===== src/include/execPort_consts.svh =====
`ifndef EXEC_PORT_CONSTS_SVH
`define EXEC_PORT_CONSTS_SVH

// ------------------------------
// widths and sizes
// ------------------------------
`define EXEC_DATA_W     32
`define EXEC_TAG_W      6
`define EXEC_NUM_REGS   64
`define EXEC_IQ_DEPTH   8
`define EXEC_OP_W       3
`define EXEC_DIV_STEPS  32

// ------------------------------
// micro-op opcodes
// ------------------------------
`define OP_ADDI  3'd0
`define OP_ADD   3'd1
`define OP_SUB   3'd2
`define OP_AND   3'd3
`define OP_XOR   3'd4
`define OP_DIVU  3'd5
`define OP_REMU  3'd6

`endif


===== src/design/execPkg.sv =====
`include "execPort_consts.svh"

package execPkg;

    // ------------------------------
    // datapath
    // ------------------------------
    typedef logic [`EXEC_DATA_W-1:0] dataT;
    typedef logic [`EXEC_TAG_W-1:0]  tagT;   // physical register tag
    typedef logic [`EXEC_OP_W-1:0]   opcodeT;

    // ------------------------------
    // issue queue bookkeeping
    // ------------------------------
    typedef logic [$clog2(`EXEC_IQ_DEPTH)-1:0] iqPtrT;

    // one extra bit so a full queue / full credit pool fits
    typedef logic [$clog2(`EXEC_IQ_DEPTH+1)-1:0] creditT;

    // ------------------------------
    // divider
    // ------------------------------
    typedef logic [$clog2(`EXEC_DIV_STEPS+1)-1:0] divCountT;

    typedef enum logic [1:0] {
        IDLE,   // waiting for a divide
        RUN,    // shift-subtract steps
        DONE    // result held until granted
    } divStateT;

endpackage


===== src/design/writebackPort.sv =====
module writebackPort import execPkg::*;
(
    input  logic clk,
    input  logic reset,

    input  logic aluValid,
    input  tagT  aluTag,
    input  dataT aluResult,

    input  logic divValid,
    input  tagT  divTag,
    input  dataT divResult,
    output logic divGrant,

    output logic wbValid,
    output tagT  wbTag,
    output dataT wbResult
);

// alu never waits and divide takes the free slots
assign divGrant = divValid && !aluValid;

always_ff @(posedge clk) begin
    if (reset) wbValid <= 1'b0;
    else       wbValid <= aluValid || divValid;
end

always_ff @(posedge clk) begin
    if (aluValid) begin
        wbTag    <= aluTag;
        wbResult <= aluResult;
    end else if (divValid) begin
        wbTag    <= divTag;
        wbResult <= divResult;
    end
end

// a divide result that lost the port waits unchanged for its grant
divHeldUntilGrant: assert property (@(posedge clk) disable iff (reset)
    (divValid && !divGrant) |=> divValid && divTag == $past(divTag)
                                && divResult == $past(divResult));

endmodule


===== config.mk =====
export PLATFORM = sky130hd
export DESIGN_NAME = writebackPort
export DESIGN_NICKNAME = d
export VERILOG_FILES = /design/src/design/execPkg.sv /design/src/design/writebackPort.sv
export VERILOG_INCLUDE_DIRS = /design/src /design/src/include
export SDC_FILE = /design/constraint.sdc
export NUM_CORES = 1
export LEC_CHECK = 0
export BUFFER_PORTS_ARGS = -buffer_cell sky130_fd_sc_hd__buf_4
export CORE_ASPECT_RATIO = 0.5
export CORE_MARGIN = 2
export CORE_UTILIZATION = 42
export CTS_CLUSTER_DIAMETER = 30
export DETAILED_ROUTE_END_ITERATION = 12
export PLACE_DENSITY_LB_ADDON = 0.1
export SETUP_SLACK_MARGIN = 0.4
export SYNTH_ARGS = -nofsm -noshare
export SYNTH_HDL_FRONTEND = slang
export SYNTH_SLANG_ARGS = --single-unit

===== constraint.sdc =====
create_clock -name clk -period 2 [get_ports clk]
set_input_delay 0.3 -clock clk [delete_from_list [all_inputs] [get_ports clk]]
set_output_delay 0.3 -clock clk [all_outputs]
set_load 0.02 [all_outputs]

# [Word-level counts from Yosys, hierarchy flattened]
# Index checks and enable logic that the tools add are counted.
# Widths: inputs -> output; s select.
[totals] regBits=39 in_bits=80 out_inout_bits=40 elab_cells=11
[classes] muxes=4 reduce_logical=4
[ops] cell="$mux 32" n=2
[ops] cell="$mux 6" n=2
[ops] cell="$reduce_bool 2->1" n=1
[ops] cell="$logic_and 1x1->1" n=1
[ops] cell="$logic_not 1->1" n=1
[ops] cell="$logic_or 1x1->1" n=1

# [Logic depth before layout (Yosys ltp)]
[logic_depth] depth_word=2 ltp_mapped=3

# [Worst setup path before layout]
# No wires, ideal clock.
[synth_path] path_kind="input port to flip-flop" start="input port aluValid" end="register wbResult[0] (enable)" arrival_time_ns=1.110 t_required_ns=1.622 setup_slack_ns=0.512 stages=3 cell_sequence="buf_6 > buf_8 > or2_2"
[synth_via] elab_chain_cells=1
[synth_rtl] item="from (decl)" line="writebackPort.sv:6" rtl="input logic aluValid,"
[synth_rtl] item="$reduce_bool 2->1 (no line)"
[synth_rtl] item="to (signal assigned)" line="writebackPort.sv:31" rtl="wbResult <= aluResult;"
[synth_rtl] item="to (signal assigned)" line="writebackPort.sv:34" rtl="wbResult <= divResult;"
[synth_rtl] item="to (decl)" line="writebackPort.sv:17" rtl="output dataT wbResult"
# Every way passes these cells.
# A chain may end at the register's enable or synchronous reset.

# [Worst setup path in the final report]
[layout_path] start="input port aluValid" end="register wbResult[7] (enable)"
# The elaborated chain is that of the path after synthesis.

==> summary by stage <==
Finish
The count of antenna diodes in the layout is 0. Once layout is done, the placed cells without fillers occupy roughly 2800 sq um. The number of nets in the layout is ~290. The growth of design area from synthesis to finish is 54.16%.

At the end of the flow the core is filled with cells to approximately 70%. The final cell count without fillers is around 260. The ratio of cells with drive above 1 in the final layout is about four fifths.

GRT
Across every metal layer, demand over resource in global routing totals between 10% and 20%. The largest net degree at the start of global routing is 27. The via count of the first global-routing pass came to around 1200. The number of antenna violations at the first check in global routing is 0. The overall overflow remaining after global route is 0. The wire length of the first global-routing pass is ~5.7 mm.

Critical path
The worst setup path is of the input port to flip-flop kind. STA classifies the critical path endpoint as a flip-flop. Data on the critical path arrives at its endpoint at about 1.2 ns. The worst setup path is launched from an input port. The largest fanout on the critical path is 26. The worst endpoint required time is just under 2 ns.

Yosys
The synthesized netlist devotes 0.5450% of its cell area to compound gates. The top-area cell type share of the netlist area is between 60% and 70%. The average instance in the mapped netlist occupies 21.61 sq um. The post-synthesis share of cell area spent on xor and xnor gates is 0%. The largest total area in the synthesized netlist belongs to edfxtp_1.

The cell count after synthesis is between 80 and 90. Yosys printed 0 warnings. By area the synthesized netlist is led by edfxtp_1, mux2_4, buf_12. Multiplexer cells account for around 30% of the synthesized area. After Yosys synthesis, and, or, nand and nor cells account for less than 1% of the synthesized area.

The sequential-to-total area share from yosys stat is 63.22%. In this run the cell area of the synthesized design comes to 1837 sq um. The combinational family with the most area after synthesis is multiplexers. The distinct cell type count of the synthesized netlist is 10.

The total of flip-flops plus latches after synthesis is 39. The synthesized netlist devotes 0% of its cell area to adder and majority cells. The total nets after synthesis is about 170.

Floorplan
The count of pins on the block boundary is 120. The floorplan step set the die height to between 50 and 60 microns. The horizontal die dimension is 97.52 microns. The number of rows created at floorplan is 16. The initial standard-cell utilization of the core is between 40% and 50%. The die covers ~5000 sq um. The placeable core area is between 4000 and 5000 sq um.

Routing
After detailed routing, the number of remaining DRC violations is 0. The routed wirelength normalized by instance count is approximately 14 microns. The detailed router placed approximately 1200 vias in this run. Summed over all layers, the routed wires come to around 3.7 mm. After detailed routing, the number of vias per cell comes to 4.449. The first detailed-routing pass took 3 iterations.

In this run, the number of DRC markers left after iteration 0 of detailed routing was 37. The antenna violation net count after detailed routing is 0.

Placed design
In this run the cell area measured after placement is 2751 sq um. The weighted congestion reported at the end of routability-driven placement is 0.7054. In this run, placement finished with an instance count of 255. Port buffering added 119 buffers.

CTS
The clock passes through at most 2 buffers. For this design, the sink count on the clock tree is 39. The H-tree level count is 2.

TritonCTS built the clock tree. CTS placed an instance of clkbuf_8 at the clock tree root. The number of buffers inserted for hold repair after clock tree synthesis is 0. Buffers added to address setup during post-CTS repair amount to 0. Clock-pin slew was measured on the worst setup and hold paths at around 0.070 ns. After clock tree synthesis, the repair step resized 0 gates.

The CTS buffer count is 5.

STA
The final count of pins violating max slew is 0. Setup violations remaining at the end of the flow were counted as 0. The total negative slack for setup checks is 0 ns. Timing would allow up to 843.0 MHz. Setup repair after global routing left no endpoint under its margin. At the pin with the least slew margin, the transition time is 0.3110 ns. The clock period could shrink to ~1.2 ns.

The final worst-path cycle share is approximately three fifths. The max-slew headroom at the worst pin is between 70% and 80%. The final hold violation count is 0.

Pwr
VDD sags by at most 297.1 uV. The static leakage is ~1.3 nW. The clock network burns around a quarter of the power. In this run the power spent charging and discharging nets is slightly below 0.5 mW. For this design the ratio of total power to cell area is slightly above 700 nW/um^2. The internal power consumption is 1.536 mW. The overall power of the completed layout is 2.030 mW. The switching share of total power is between 20% and 30%. Sequential cells account for between 50% and 60% of the total power. The combinational power share is about 26%.

Worst hold path
The type of the most critical hold path is input port to flip-flop.

Flow run
The tool flagged a number of max-cap violations equal to 0.

Outcome
The flow ran to the end, and the final reports show no timing, DRC or antenna violations.
==> per-stage QoR <==
step	hold WS (ns)	setup slack, ns
6_report	0.2428	0.8137
4_1_cts	0.2330	0.8105
2_1_floorplan	0.4264	0.5118
3_3_place_gp	0.5314	0.5291
5_1_grt	0.2416	0.7570
3_5_place_dp	0.5333	0.5027
==> critical path: stages <==
cell and delay (ns):
buf_4 0.26, or2_2 0.37, buf_12 0.23
==> state kept, by name (all words and copies together), names as in the netlist <==
register	flops
wbResult	32
wbTag	6
wbValid	1
==> power groups by stage <==
stage	registers, mW	logic [mW]	clock network, mW
2_1_floorplan	1.16	0.148	0
3_3_place_gp	1.04	0.521	0
3_5_place_dp	1.04	0.527	0
4_1_cts	1.02	0.528	0.503
5_1_grt	1.03	0.549	0.543
6_report	1.02	0.521	0.487
==> layout make-up <==
type | instances | area [sq um]
fill | 293 | 1212
timing repair buffer | 121 | 933.4
multi-input combinational | 41 | 589.3
clock buffer | 6 | 72.57
tap | 54 | 67.56
clock inverter | 2 | 7.507
sequential | 39 | 1161
==> cells in the final DEF, fill, tap and decap left out <==
cell	synthesis	layout
clkbuf_1	0	1
buf_12	3	2
edfxtp_1	38	38
dfxtp_1	1	1
mux2_4	37	37
clkbuf_8	0	5
mux2_2	1	1
or2_2	1	1
clkinv_1	0	2
buf_4	0	119
nor2b_1	1	1
o21ba_2	1	1
==> worst paths after layout <==
check	startpoint	to	cells past startpoint
worst max-delay path	aluValid	wbResult[7]	3
worst min-delay path	divValid	wbValid	2
==> cell usage after synthesis (all sizes together) <==
library cell  instances
dfxtp                 1
mux2                 38
buf                   5
nor2b                 1
or2                   1
edfxtp               38
o21ba                 1
==> kinds of logic after synthesis <==
kind of cell           count (synthesis)
DFF                                   39
muxes                                 38
buffers and inverters                  5
and+or+nand+nor                        2
AOI/OAI and AO/OA                      1
==> routing by layer <==
layer  up-vias  track usage, %  wire length (microns)
met5         -               0                      0
met4         0           4.167                     28
met3         5           7.939                    413
met2        63           26.44                   1881
met1       527           17.31                   1402
li1        575               -                      -
Power figures use the tool's default switching activity.
