File: config.mk
export PLATFORM = sky130hd
export DESIGN_NAME = regFile
export DESIGN_NICKNAME = d
export VERILOG_FILES = /design/src/design/execPkg.sv /design/src/design/regFile.sv
export VERILOG_INCLUDE_DIRS = /design/src /design/src/include
export SDC_FILE = /design/constraint.sdc
export NUM_CORES = 2
export LEC_CHECK = 0
export BUFFER_PORTS_ARGS = -buffer_cell sky130_fd_sc_hd__buf_4
export CORE_ASPECT_RATIO = 0.6
export CORE_UTILIZATION = 57
export CTS_CLUSTER_SIZE = 30
export DETAILED_ROUTE_END_ITERATION = 8
export PLACE_DENSITY = 0.73
export SLEW_MARGIN = 20
export SYNTH_ARGS = -nofsm -noshare
export SYNTH_HDL_FRONTEND = slang
export SYNTH_SLANG_ARGS = --single-unit
File: constraint.sdc
create_clock -name clk -period 3.7 [get_ports clk]
set_clock_uncertainty 0.05 [all_clocks]
set_input_delay 0.555 -clock clk [delete_from_list [all_inputs] [get_ports clk]]
set_output_delay 0.555 -clock clk [all_outputs]
set_load 0.005 [all_outputs]
File: src/include/execPort_consts.svh
`ifndef EXEC_PORT_CONSTS_SVH
`define EXEC_PORT_CONSTS_SVH

// ------------------------------
// widths and sizes
// ------------------------------
`define EXEC_DATA_W     32
`define EXEC_TAG_W      6
`define EXEC_NUM_REGS   64
`define EXEC_IQ_DEPTH   8
`define EXEC_OP_W       3
`define EXEC_DIV_STEPS  32

// ------------------------------
// micro-op opcodes
// ------------------------------
`define OP_ADDI  3'd0
`define OP_ADD   3'd1
`define OP_SUB   3'd2
`define OP_AND   3'd3
`define OP_XOR   3'd4
`define OP_DIVU  3'd5
`define OP_REMU  3'd6

`endif

File: src/design/execPkg.sv
`include "execPort_consts.svh"

package execPkg;

    // ------------------------------
    // datapath
    // ------------------------------
    typedef logic [`EXEC_DATA_W-1:0] dataT;
    typedef logic [`EXEC_TAG_W-1:0]  tagT;   // physical register tag
    typedef logic [`EXEC_OP_W-1:0]   opcodeT;

    // ------------------------------
    // issue queue bookkeeping
    // ------------------------------
    typedef logic [$clog2(`EXEC_IQ_DEPTH)-1:0] iqPtrT;

    // one extra bit so a full queue / full credit pool fits
    typedef logic [$clog2(`EXEC_IQ_DEPTH+1)-1:0] creditT;

    // ------------------------------
    // divider
    // ------------------------------
    typedef logic [$clog2(`EXEC_DIV_STEPS+1)-1:0] divCountT;

    typedef enum logic [1:0] {
        IDLE,   // waiting for a divide
        RUN,    // shift-subtract steps
        DONE    // result held until granted
    } divStateT;

endpackage

File: src/design/regFile.sv
`include "execPort_consts.svh"

module regFile import execPkg::*;
(
    input  logic clk,
    input  logic reset,

    // operand reads for the queue head
    input  tagT  rdAddrA,
    input  tagT  rdAddrB,
    output dataT rdDataA,
    output dataT rdDataB,
    output logic [`EXEC_NUM_REGS-1:0] srcReady,

    input  logic clearValid,
    input  tagT  clearTag,

    input  logic wrValid,
    input  tagT  wrTag,
    input  dataT wrData
);

dataT regs [`EXEC_NUM_REGS];
logic [`EXEC_NUM_REGS-1:0] ready;

assign rdDataA  = regs[rdAddrA];
assign rdDataB  = regs[rdAddrB];
assign srcReady = ready;

// ------------------------------
// write port and ready tracking
// ------------------------------
always_ff @(posedge clk) begin
    if (reset) begin
        for (int i = 0; i < `EXEC_NUM_REGS; i++) begin
            regs[i] <= '0;
        end
        ready <= '1;    // everything valid out of reset
    end else begin
        if (clearValid) begin
            ready[clearTag] <= 1'b0;
        end
        if (wrValid) begin
            regs[wrTag]  <= wrData;
            ready[wrTag] <= 1'b1;
        end
    end
end

// in-order dispatch means a tag is cleared long before its own result returns
noWriteClearClash: assert property (@(posedge clk) disable iff (reset)
    (wrValid && clearValid) |-> wrTag != clearTag);

// a result only lands on a tag that was waiting for it
writeOnlyPending: assert property (@(posedge clk) disable iff (reset)
    wrValid |-> !ready[wrTag]);

endmodule

# After elaboration in Yosys (flattened, before gate mapping)

Memories as Yosys holds them, arrays and structs flattened.
Cells that the tools add are included.

Latch bits: 0
Memories kept: 1
Bits of input ports: 60
Memory bits (read-only): 0
Bits in registers: 64
Memory bits (writable): 2048
Output and inout bits: 128

Bitwise operators: 3
Div/mod/pow operators: 0
Add/subtract/negate cells: 0
Shifts and indexed selects: 0
Equality and inequality tests: 0
$lt $le $gt $ge: 4
Multiplexer cells: 15
Multipliers: 0
Reductions and logical operators: 3

Memory list:

| name | words | width | rd ports | clocked after Yosys merged registers in | write ports | line          | text |
|---|---|---|---|---|---|---|---|
| regs | 64    | 32    | 2        | 0                                       | 64          | regFile.sv:23 | `` dataT regs [`EXEC_NUM_REGS]; `` |

Operators with widths:

| kind                                                                                | count |
|---|---|
| 64-bit 2-to-1 mux                                                                   | 3 |
| 64-bit bitwise AND                                                                  | 1 |
| 64-bit inverter                                                                     | 1 |
| 64-bit bitwise OR                                                                   | 1 |
| 32-bit 2-to-1 mux                                                                   | 1 |
| 32-bit OR reduction                                                                 | 1 |
| 6-bit by 7-bit < comparator with 1-bit output, second input constant                | 2 |
| 1-bit demux with 6-bit select                                                       | 2 |
| 6-bit by 1-bit greater-or-equal comparator with 1-bit output, second input constant | 2 |
| 1-bit 2-to-1 mux                                                                    | 8 |
| 6-bit 2-to-1 mux                                                                    | 1 |
| 1-bit logical AND                                                                   | 2 |

# Longest topological paths before layout

Depth in word-level cells: 10
Gate-level depth with buffers: 11
Mapped depth without buffers: 5

# Worst setup path after synthesis

Ideal clock, no wire load.

Kind: input -> output
From: input rdAddrA[0]
To: output rdDataA[17]
Slack: 0.531 ns
Required time: 3.095 ns
Stages: 6
Data arrival time: 2.564 ns
Cells stage by stage: buf_2 buf_1 mux4_2 mux4_2 a22oi_1 o221ai_1

Word-level cells in the longest chain between the ends: 1

RTL lines:

| item                    | line          | text |
|---|---|---|
| from (decl)             | regFile.sv:9  | `input tagT rdAddrA,` |
| memory read 64 x 32 bit | -             |  |
| to (decl)               | regFile.sv:11 | `output dataT rdDataA,` |

Every way passes these cells.

==> impl_metrics.json <==
{
  "ys_seq_area_share_pct": 56.2,
  "postSynthAreaPerCell_um2": 15.4,
  "cts.path.max_buffers": 4,
  "worstPathCellList": "mux4_2 -> mux4_2 -> a22oi_2 -> o211ai_1 -> buf_4",
  "violations": "setup timing",
  "max_freq_mhz": 247,
  "power.leakage_nw": 45.4,
  "finalSetupViolCount": 37,
  "grt_max_degree": 65,
  "avgViaCountPerCell": 7.40,
  "drc": 0,
  "synth_edf_count": 2048,
  "period_share_pct": 109,
  "ant_nets": 0,
  "hold_ws_ns": 0.0432,
  "syn2layout_area_growth_pct": 15.9,
  "synth.distinct_cells": 52,
  "numCtsBuffers": 200,
  "netSwitchingFraction_pct": 26.4,
  "yosysWarnings": 0,
  "path_class": "flip-flop to output port",
  "synth_ff_type": "edfxtp_1",
  "critPathMaxStageDelay_ns": 0.65,
  "pwr-share-comb_pct": 15.2,
  "holdCritPathClass": "input pin to flip-flop",
  "clkTransAtPathRegs_ns": 0.07,
  "p_int_mw": 43.3,
  "gp_congestion": 1.01,
  "cts_tree": "built",
  "synth_area_mm2": 0.112,
  "synth.top_cell.area_share_pct": 55.0,
  "antenna_found_initial": 55,
  "grt_remaining_overflow": 0,
  "fillers": 13100,
  "wl_mm": 441,
  "mappedNetlistNets": 7333,
  "final_core_util_pct": 66.7,
  "critPathLaunchType": "flip-flop",
  "clock_latency_ns": 0.88,
  "vias": 77700,
  "max-slew-margin-rel_pct": 26.1,
  "drv_cap": 0,
  "synth_cells": 7273,
  "ys_seq_elements": 2112,
  "synth_common_cells": "2054 x and2_1, 2048 x edfxtp_1, 1087 x mux4_2, 530 x clkbuf_1, 206 x mux2i_1",
  "dp_hpwl_mm": 282,
  "cts_max_level": 4,
  "cp_data_required_time_ns": 3.09,
  "worst_slew_pin_slew_ns": 1.10,
  "period_minus_slack_ns": 4.04,
  "drtIter0Drc": 16400,
  "report.final.slew_viol_count": 0,
  "power_mw": 58.8,
  "crit_arrival_ns": 3.44,
  "routedWlPerCell_um": 42.0,
  "grt_pass1_vias": 73000,
  "yosysMostFrequentCell": "and2_1",
  "die_x_um": 574,
  "placementRows": 125,
  "dr.pass1.iters": 8,
  "p_seq_share_pct": 47.9,
  "outcome": "finished, violations left",
  "power_density_mw_per_mm2": 454,
  "drive_gt1_share_pct": 34.6,
  "cp_max_fo": 2,
  "worst_slack_ns": -0.343,
  "io_pins": 188,
  "fp.dieH_um": 345,
  "finalNetCount": 7762,
  "synth_top_area_cell": "edfxtp_1",
  "ir_worst_vdd_v": 0.000411,
  "port_buffers": 187,
  "dp_slack_ns": -0.618,
  "clkPwrFrac_pct": 36.9,
  "start_util_pct": 57.6,
  "worst_path_max_delay_cell": "mux4_2",
  "crit_top_cell": "mux4_2",
  "rsz0062_at_grt": "yes",
  "synthArstFlopShare_pct": 0,
  "p_sw_mw": 15.5,
  "die_area_mm2": 0.198,
  "cp-end-kind": "output port",
  "hold_viol_final": 0,
  "track_usage_pct": 44.2,
  "root_buffer": "clkbuf_16",
  "cts_sinks": 2112,
  "synthTopCellsByArea": "edfxtp_1 55%, mux4_2 22%, and2_1 12%",
  "core-area_mm2": 0.194,
  "grt_pass1_wl_mm": 595
}
==> area by class of cell <==
class	count	area [um2]	area share [%]
clock inverter	102	1120	0.867
inverter	3	13.8	0.0106
sequential	2112	62800	48.5
timing repair buffer	1014	9870	7.62
antenna	39	97.6	0.0754
tap	2603	3260	2.52
multi-input combinational	4371	46800	36.2
clock buffer	255	5510	4.26
==> power groups by stage <==
stage	registers, mW	logic (mW)	clock network, mW
finish	28.2	8.91	21.7
global route	28.2	8.90	22.4
CTS	28.1	8.28	21.5
detailed placement	28.6	8.05	0
global placement	28.5	7.99	0
floorplan	28.2	4.22	0
==> kinds of logic after synthesis <==
family,Yosys count,synth area share [%]
AND/OR/NAND/NOR,2583,13.9
flip-flops,2112,56.2
multiplexers,1354,24.4
buffers and inverters,790,2.94
AO/OA/AOI/OAI,434,2.61
==> cells in the final DEF, fill, tap and decap left out, types with 11 or more instances in the layout <==
master,n
and2_1,2054
edfxtp_1,2048
mux4_2,1087
buf_4,808
clkbuf_16,211
mux2i_1,200
nand2_1,149
buf_12,132
o21ai_0,78
nand2b_1,74
or2_2,66
a22oi_1,65
dfxtp_1,64
mux2_2,59
buf_6,47
a21oi_1,43
nor2b_1,42
nor2_4,40
diode_2,39
nor2_1,37
o211ai_1,36
clkinv_2,36
nand3_1,35
clkbuf_1,33
nor2_2,27
clkinv_1,26
bufinv_16,23
a211oi_1,17
a22oi_2,17
a211oi_2,16
a31oi_1,16
a21oi_2,15
a22o_1,15
o22ai_1,15
clkbuf_8,15
a21oi_4,13
buf_16,12
a221oi_1,11
==> final timing paths <==
| check | from | end | slack, ns | cells past startpoint |
|---|---|---|---|---|
| setup reg to reg | srcReady[56]$_SDFF_PP1_ | srcReady[56]$_SDFF_PP1_ | 2.51 | 3 |
| setup / recovery | regs[42][8]$_SDFFCE_PN0P_ | rdDataA[8] | -0.34 | 5 |
| hold reg to reg | srcReady[57]$_SDFF_PP1_ | srcReady[57]$_SDFF_PP1_ | 0.41 | 1 |
| hold / removal | clearTag[1] | srcReady[62]$_SDFF_PP1_ | 0.04 | 4 |
==> metrics by stage <==
stage | area [um2] | std cells | setup TNS [ns]
2_1_floorplan | 112000 | 7273 | 0
3_3_place_gp | 121000 | 10000 | -4.40
3_5_place_dp | 121000 | 10000 | -4.72
4_1_cts | 129000 | 10400 | -0.682
5_1_grt | 129000 | 10500 | -1.41
6_report | 129000 | 10500 | -2.06
==> metal layers <==
metal,vias up,GRT usage [%],part of all wire [%]
met2,8425,57.7,40
met5,-,2.86,0.25
met4,32,20.0,5.3
met3,1309,27.3,21
met1,39200,57.8,34
li1,28700,-,-
==> sequential cells by signal (all words and copies together), names as in the netlist <==
| signal | flops |
|---|---|
| regs | 2048 |
| srcReady | 64 |
==> critical path: cells and delay by family, from the launching register on <==
kind            cells  cell delay, ns
mux                 2            1.14
compound gates      2            0.74
flops               1            0.41
buf+inv             1            0.27
==> what timing repair did <==
| action | in CTS | in global routing |
|---|---|---|
| hold buffers | 4 | 0 |
| pin swaps | 32 | 28 |
| cloned | 4 | 4 |
| hold endpoints to repair | 2 | 0 |
| setup endpoints to repair | 53 | 57 |
| buffers inserted | 17 | 43 |
| gates resized for setup | 136 | 90 |
Power figures use the tool's default switching activity.
