## config.mk

```make
export PLATFORM = sky130hd
export DESIGN_NAME = intAlu_flat
export DESIGN_NICKNAME = d
export VERILOG_FILES = /design/src/design/execPkg.sv /design/src/design/execIssueIf.sv /design/src/design/intAlu.sv /design/src/flat_wrapper.sv
export VERILOG_INCLUDE_DIRS = /design/src /design/src/include
export SDC_FILE = /design/constraint.sdc
export NUM_CORES = 1
export LEC_CHECK = 0
export ABC_CLOCK_PERIOD_IN_PS = 6100
export BUFFER_PORTS_ARGS = -buffer_cell sky130_fd_sc_hd__buf_4
export CAP_MARGIN = 40
export CORE_MARGIN = 5
export CORE_UTILIZATION = 25
export CTS_CLUSTER_DIAMETER = 150
export DETAILED_ROUTE_END_ITERATION = 10
export PLACE_DENSITY = 0.39
export SLEW_MARGIN = 25
export SYNTH_ARGS = -nofsm -noshare
export SYNTH_HDL_FRONTEND = slang
export SYNTH_SLANG_ARGS = --single-unit
```

## constraint.sdc

```tcl
create_clock -name clk -period 6.1 [get_ports clk]
set_input_delay 0.915 -clock clk [delete_from_list [all_inputs] [get_ports clk]]
set_output_delay 0.915 -clock clk [all_outputs]
set_load 0.1 [all_outputs]
```

## src/include/execPort_consts.svh

```systemverilog
`ifndef EXEC_PORT_CONSTS_SVH
`define EXEC_PORT_CONSTS_SVH

// ------------------------------
// widths and sizes
// ------------------------------
`define EXEC_DATA_W     32
`define EXEC_TAG_W      6
`define EXEC_NUM_REGS   64
`define EXEC_IQ_DEPTH   8
`define EXEC_OP_W       3
`define EXEC_DIV_STEPS  32

// ------------------------------
// micro-op opcodes
// ------------------------------
`define OP_ADDI  3'd0
`define OP_ADD   3'd1
`define OP_SUB   3'd2
`define OP_AND   3'd3
`define OP_XOR   3'd4
`define OP_DIVU  3'd5
`define OP_REMU  3'd6

`endif

```

## src/design/execPkg.sv

```systemverilog
`include "execPort_consts.svh"

package execPkg;

    // ------------------------------
    // datapath
    // ------------------------------
    typedef logic [`EXEC_DATA_W-1:0] dataT;
    typedef logic [`EXEC_TAG_W-1:0]  tagT;   // physical register tag
    typedef logic [`EXEC_OP_W-1:0]   opcodeT;

    // ------------------------------
    // issue queue bookkeeping
    // ------------------------------
    typedef logic [$clog2(`EXEC_IQ_DEPTH)-1:0] iqPtrT;

    // one extra bit so a full queue / full credit pool fits
    typedef logic [$clog2(`EXEC_IQ_DEPTH+1)-1:0] creditT;

    // ------------------------------
    // divider
    // ------------------------------
    typedef logic [$clog2(`EXEC_DIV_STEPS+1)-1:0] divCountT;

    typedef enum logic [1:0] {
        IDLE,   // waiting for a divide
        RUN,    // shift-subtract steps
        DONE    // result held until granted
    } divStateT;

endpackage

```

## src/design/execIssueIf.sv

```systemverilog
interface execIssueIf import execPkg::*;
();
    logic   valid;
    opcodeT op;
    tagT    dstTag;
    dataT   opA;
    dataT   opB;    // immediate for addi

    modport source (
        output valid, op, dstTag, opA, opB
    );

    modport sink (
        input valid, op, dstTag, opA, opB
    );

endinterface

```

## src/design/intAlu.sv

```systemverilog
`include "execPort_consts.svh"

module intAlu import execPkg::*;
(
    input  logic clk,
    input  logic reset,

    execIssueIf.sink issue,

    output logic aluValid,
    output tagT  aluTag,
    output dataT aluResult
);

logic isAluOp;
dataT result;

always_comb begin
    isAluOp = 1'b1;
    result  = '0;
    case (issue.op)
        `OP_ADDI,
        `OP_ADD: result = issue.opA + issue.opB;   // opB already holds imm for addi
        `OP_SUB: result = issue.opA - issue.opB;
        `OP_AND: result = issue.opA & issue.opB;
        `OP_XOR: result = issue.opA ^ issue.opB;
        default: isAluOp = 1'b0;                   // divider's uop
    endcase
end

always_ff @(posedge clk) begin
    if (reset) aluValid <= 1'b0;
    else       aluValid <= issue.valid && isAluOp;
end

always_ff @(posedge clk) begin
    if (issue.valid && isAluOp) begin
        aluTag    <= issue.dstTag;
        aluResult <= result;
    end
end

endmodule

```

## src/flat_wrapper.sv

```systemverilog
// flat-port wrapper written by rule: the top's interface ports become plain ports
module intAlu_flat import execPkg::*;
  (clk, reset, aluValid, aluTag, aluResult, issue_valid, issue_op, issue_dstTag, issue_opA, issue_opB);
  execIssueIf issue_i ();
  input  logic clk;
  input  logic reset;
  output logic aluValid;
  output tagT aluTag;
  output dataT aluResult;
  input wire logic [$bits(issue_i.valid)-1:0] issue_valid;
  input wire logic [$bits(issue_i.op)-1:0] issue_op;
  input wire logic [$bits(issue_i.dstTag)-1:0] issue_dstTag;
  input wire logic [$bits(issue_i.opA)-1:0] issue_opA;
  input wire logic [$bits(issue_i.opB)-1:0] issue_opB;
  assign issue_i.valid = issue_valid;
  assign issue_i.op = issue_op;
  assign issue_i.dstTag = issue_dstTag;
  assign issue_i.opA = issue_opA;
  assign issue_i.opB = issue_opB;
  intAlu u_core (.clk(clk), .reset(reset), .issue(issue_i), .aluValid(aluValid), .aluTag(aluTag), .aluResult(aluResult));
endmodule
```

### After elaboration in Yosys (flattened, before gate mapping)

Cells that the tools add are included.

| word-level totals | value |
|---|---|
| register bits | 39 |
| latch bits | 0 |
| bits in writable memories | 0 |
| ROM bits | 0 |
| input port bits | 76 |
| output and inout bits | 39 |
| logic and storage cells | 17 |
| memories kept | 0 |

| cells by class | value |
|---|---|
| add/sub/neg operators | 2 |
| $mul | 0 |
| div/mod/pow operators | 0 |
| order comparisons | 0 |
| eq/ne operators | 4 |
| shifts and indexed selects | 0 |
| muxes and demuxes | 2 |
| bitwise operators | 2 |
| reduce and logical (&&, ||, !) cells | 4 |

Operators by type and width:

| cell | number |
|---|---|
| 32-bit case mux with 4 select lines | 1 |
| 32-bit adder | 1 |
| 32-bit AND | 1 |
| 32-bit subtractor | 1 |
| 32-bit bitwise XOR | 1 |
| 3-bit by 2-bit equality test with 1-bit output, second input constant | 2 |
| 5-bit OR reduction | 1 |
| 3-bit by 1-bit equality test with 1-bit output, second input constant | 1 |
| 3-bit equality test, second input constant | 1 |
| 3-bit logical NOT | 1 |
| 2-bit OR reduction | 1 |
| 1-bit logical AND | 1 |
| 1-bit 2-to-1 mux | 1 |

### Depth between registers and ports, before layout

| logic depth | value |
|---|---|
| depth after elaboration | 4 |
| gate-level depth with buffers | 19 |
| gate-level depth less buffers | 18 |

### Worst setup path before layout

No wires, ideal clock.

| timing path | value |
|---|---|
| path kind | input -> register |
| start point | input port issue_opB[4] |
| end point | register u_core.aluResult[23] (data pin) |
| library setup time | 131 ps |
| arrival time | 5067 ps |
| required time | 5969 ps |
| path slack | 902 ps |
| stages | 15 |
| path buffers | 1 |
| cells stage by stage | or4_4 or4_2 or3_1 or2_2 o21ai_0 xor2_1 ha_1 clkbuf_1 nand4_1 nor4_1 o211ai_1 and3_1 or4_1 a31o_2 nand2_1 |

| between the ends | value |
|---|---|
| longest elaborated chain between the ends | 2 |
| elaborated cells on any way between the ends | 3 |
| classes of those cells | add/sub (2); mux (1) |

RTL lines:

| item | RTL line | text |
|---|---|---|
| from (decl) | flat_wrapper.sv:14 | `input wire logic [$bits(issue_i.opB)-1:0] issue_opB;` |
| 32-bit subtractor or 32-bit adder (tied branches) | intAlu.sv:24, intAlu.sv:23 |  |
| 32-bit case mux with 4 select lines * | intAlu.sv:21 | `case (issue.op)` |
| net u_core.result[23] | intAlu.sv:16 | `dataT result;` |
| to (signal assigned) | intAlu.sv:39 | `aluResult <= result;` |
| to (decl) | intAlu.sv:12 | `output dataT aluResult` |

The timed path passes the listed nets; every way through them passes the cells marked *.
A chain may end at the register's enable or synchronous reset.

### Worst setup path after layout

Ends and elaborated chain as after synthesis.

==> impl_metrics.csv <==
group,metric,value,unit
cells_and_area,final_cell_area,5967,um^2
power,power_density,242.0,nW/um^2
clocking,postCtsHoldBufs,0,
power,p_int,0.0007769,W
clocking,cts.sink_count,39,
cells_and_area,area_delta_synth_final,27.17,%
drt,wire_per_inst,19.01,um
cells_and_area,drive_gt1_share,22.53,%
timing,timing.final.crit_share,87.71,%
drt,drc_errors,0,
power,p_seq_share,24.0,%
setup_path,critPathArrivalTime,5.52,ns
yosys,synth_top_flop_cell,"edfxtp_1",
drt,routed_wirelength,16.94,mm
clocking,cts_root_buf,"clkbuf_16",
power,swShare,46.20,%
placed_design,port_buffers,114,
power,peakVddDrop,0.09808,mV
power,fin_total_pwr,0.001444,W
global_routing,gr-usage-all-layers,15.27,%
timing,max-slew-margin-rel,54.59,%
power,total_leakage_power,2.518,nW
clocking,cts_buffer_depth,2,
yosys,ys_types,57,
timing,worstMarginPinSlew,0.6787,ns
yosys,synth_seq_cells,39,
drt,drt-initial-drc-count,259,
setup_path,cp-end-kind,"register",
power,clock_power_share,23.5,%
timing,period_needed,5.351,ns
timing,maxSlewViolCount,0,
hold_path,hold_path.class,"in -> reg",
yosys,yosysSeqAreaShare,24.75,%
die,io_pins,115,
timing,hold_viol,0,
global_routing,antenna_found_initial,0,
cells_and_area,diodes,0,
drt,antenna_left,0,
global_routing,grt_overflow,0,
yosys,avgSynthCellArea,8.469,um^2
clocking,cts_resized,0,
timing,finalSetupViolCount,0,
global_routing,grt_pass1_wl,26.28,mm
global_routing,grt_pass1_vias,4604,
clocking,numCtsBuffers,5,
setup_path,cp_max_fo,7,
clocking,cts.clk_slew.worst_paths,0.07,ns
timing,timing.hold.ws,0.7655,ns
placed_design,placed_area,5783,um^2
hold_path,hold_start,"reset",
drt,vias,4655,
run_status,outcome,"completed",
yosys,synth-edff-count,38,
die,initial_core_util,25.25,%
cells_and_area,finish.utilization,32.11,%
cells_and_area,nNetsFinal,797,
global_routing,grt_start_max_net_pins,35,
yosys,syn_inst,554,
yosys,synth_nets,695,
drt,firstDrtPassIters,5,
drt,detail_route.vias_per_cell,5.224,
timing,fmax,0.1869,GHz
die,rows,50,
flow_run,maxCapViolations,0,
yosys,ys_async_sr_fraction,0,%
die,chipHeight,147.0,um
power,power.share.combinational,52.5,%
yosys,syn-cell-area,4692,um^2
clocking,cts_tree,"done",
timing,rsz0062_at_grt,"false",
die,coreArea,18580,um^2
die,die_area,21610,um^2
placed_design,hpwl,13.32,mm
die,die_w,147.0,um
power,power.switching,0.0006672,W
placed_design,gp_congestion,0.8475,
clocking,ctsHtreeMaxLevel,2,
setup_path,critPathLaunch,"issue_opB[4]",
setup_path,worstPathRequired,6.27,ns
setup_path,cp-start-kind,"input pin",
timing,fin_tns_setup,0,ns
yosys,yosysWarnings,0,
clocking,cts_setup_buffers,0,
setup_path,worstSetupPathType,"in -> reg",
## registers in the layout, summed over array words and instances, names as in the netlist
name              flops
u_core.aluResult     32
u_core.aluTag         6
u_core.aluValid       1
## routing by layer
metal,part of all wire [%],wire length [um],GRT usage (%)
met1,46,7866,20.27
met2,49,8240,26.37
met3,4.1,699,2.622
met4,0.76,129,2.796
met5,0,0,0
## stage by stage
stage / worst slack (ns) / std cells
final: 0.7494 / 891
after global placement: 0.5375 / 881
after floorplan: 0.9018 / 554
after CTS: 0.7637 / 890
after detailed placement: 0.4712 / 882
after global routing: 0.4583 / 891
## final cells by class
cell class | instances | area (um^2)
clock buffer | 5 | 125.1
fill | 1955 | 12610
clock inverter | 3 | 47.55
multi-input combinational | 474 | 3356
inverter | 14 | 52.55
sequential | 39 | 1161
timing repair buffer | 122 | 932.1
tap | 234 | 292.8
## cell usage after synthesis, drive strengths merged, types with 11 or more instances
cell type,count,share of area (%)
o21ai,37,3.9
a21oi,68,7.3
xnor2,25,4.7
nand2,39,3.1
inv,14,1.1
o22ai,11,1.5
xor2,28,5.2
edfxtp,38,24
ha,64,17
a21o,15,2.4
clkbuf,24,2.0
nor2,49,3.9
a22oi,12,1.9
## placed cells by master (no fill, tap or decap), types with 6 or more instances in the layout
master    synthesis  final
buf_4             1    120
nand3_1           9      9
nand2_1          39     39
a21oi_1          68     68
nor2_1           49     49
nand4_1           7      7
a21o_1           15     15
o21ai_0          37     37
xor2_1           28     28
nor3_1            9      9
a22oi_1          12     12
o21bai_1          6      6
edfxtp_1         38     38
ha_1             64     64
xnor2_1          25     25
inv_1            14     14
o22ai_1          11     11
## path summary, 6_finish.rpt
| check | to | slack (ns) | cells after the start |
|---|---|---|---|
| worst max-delay path | u_core.aluResult[23]$_DFFE_PP_ | 0.75 | 15 |
| worst min-delay path | u_core.aluValid$_SDFF_PP0_ | 0.77 | 2 |
## critical path, cell delays in order
cell	delay, ns
buf_4	0.13
or4_4	0.57
or4_2	0.70
or3_1	0.41
or2_2	0.33
o21ai_0	0.20
xor2_1	0.10
ha_1	0.41
nand4_1	0.18
nor4_1	0.34
o211ai_1	0.22
and3_1	0.25
or4_1	0.47
a31o_2	0.24
nand2_1	0.05
## power by group through the flow
stage / combinational, W / clock, W / sequential [W]
after floorplan: 0.000328 / 0 / 0.000572
after global placement: 0.000755 / 0 / 0.000353
after detailed placement: 0.000757 / 0 / 0.000353
after CTS: 0.000761 / 0.000351 / 0.000347
after global routing: 0.000823 / 0.000358 / 0.000350
final: 0.000758 / 0.000339 / 0.000347
## cell families after synthesis
logic type	synth area share (%)
AO/OA/AOI/OAI	27.07
AND/OR/NAND/NOR	16.19
adder cells (fa/ha/maj)	17.49
buffers and inverters	3.760
multiplexers	0.8534
XOR/XNOR	9.893
flip-flops	24.75
Power figures use the tool's default switching activity.
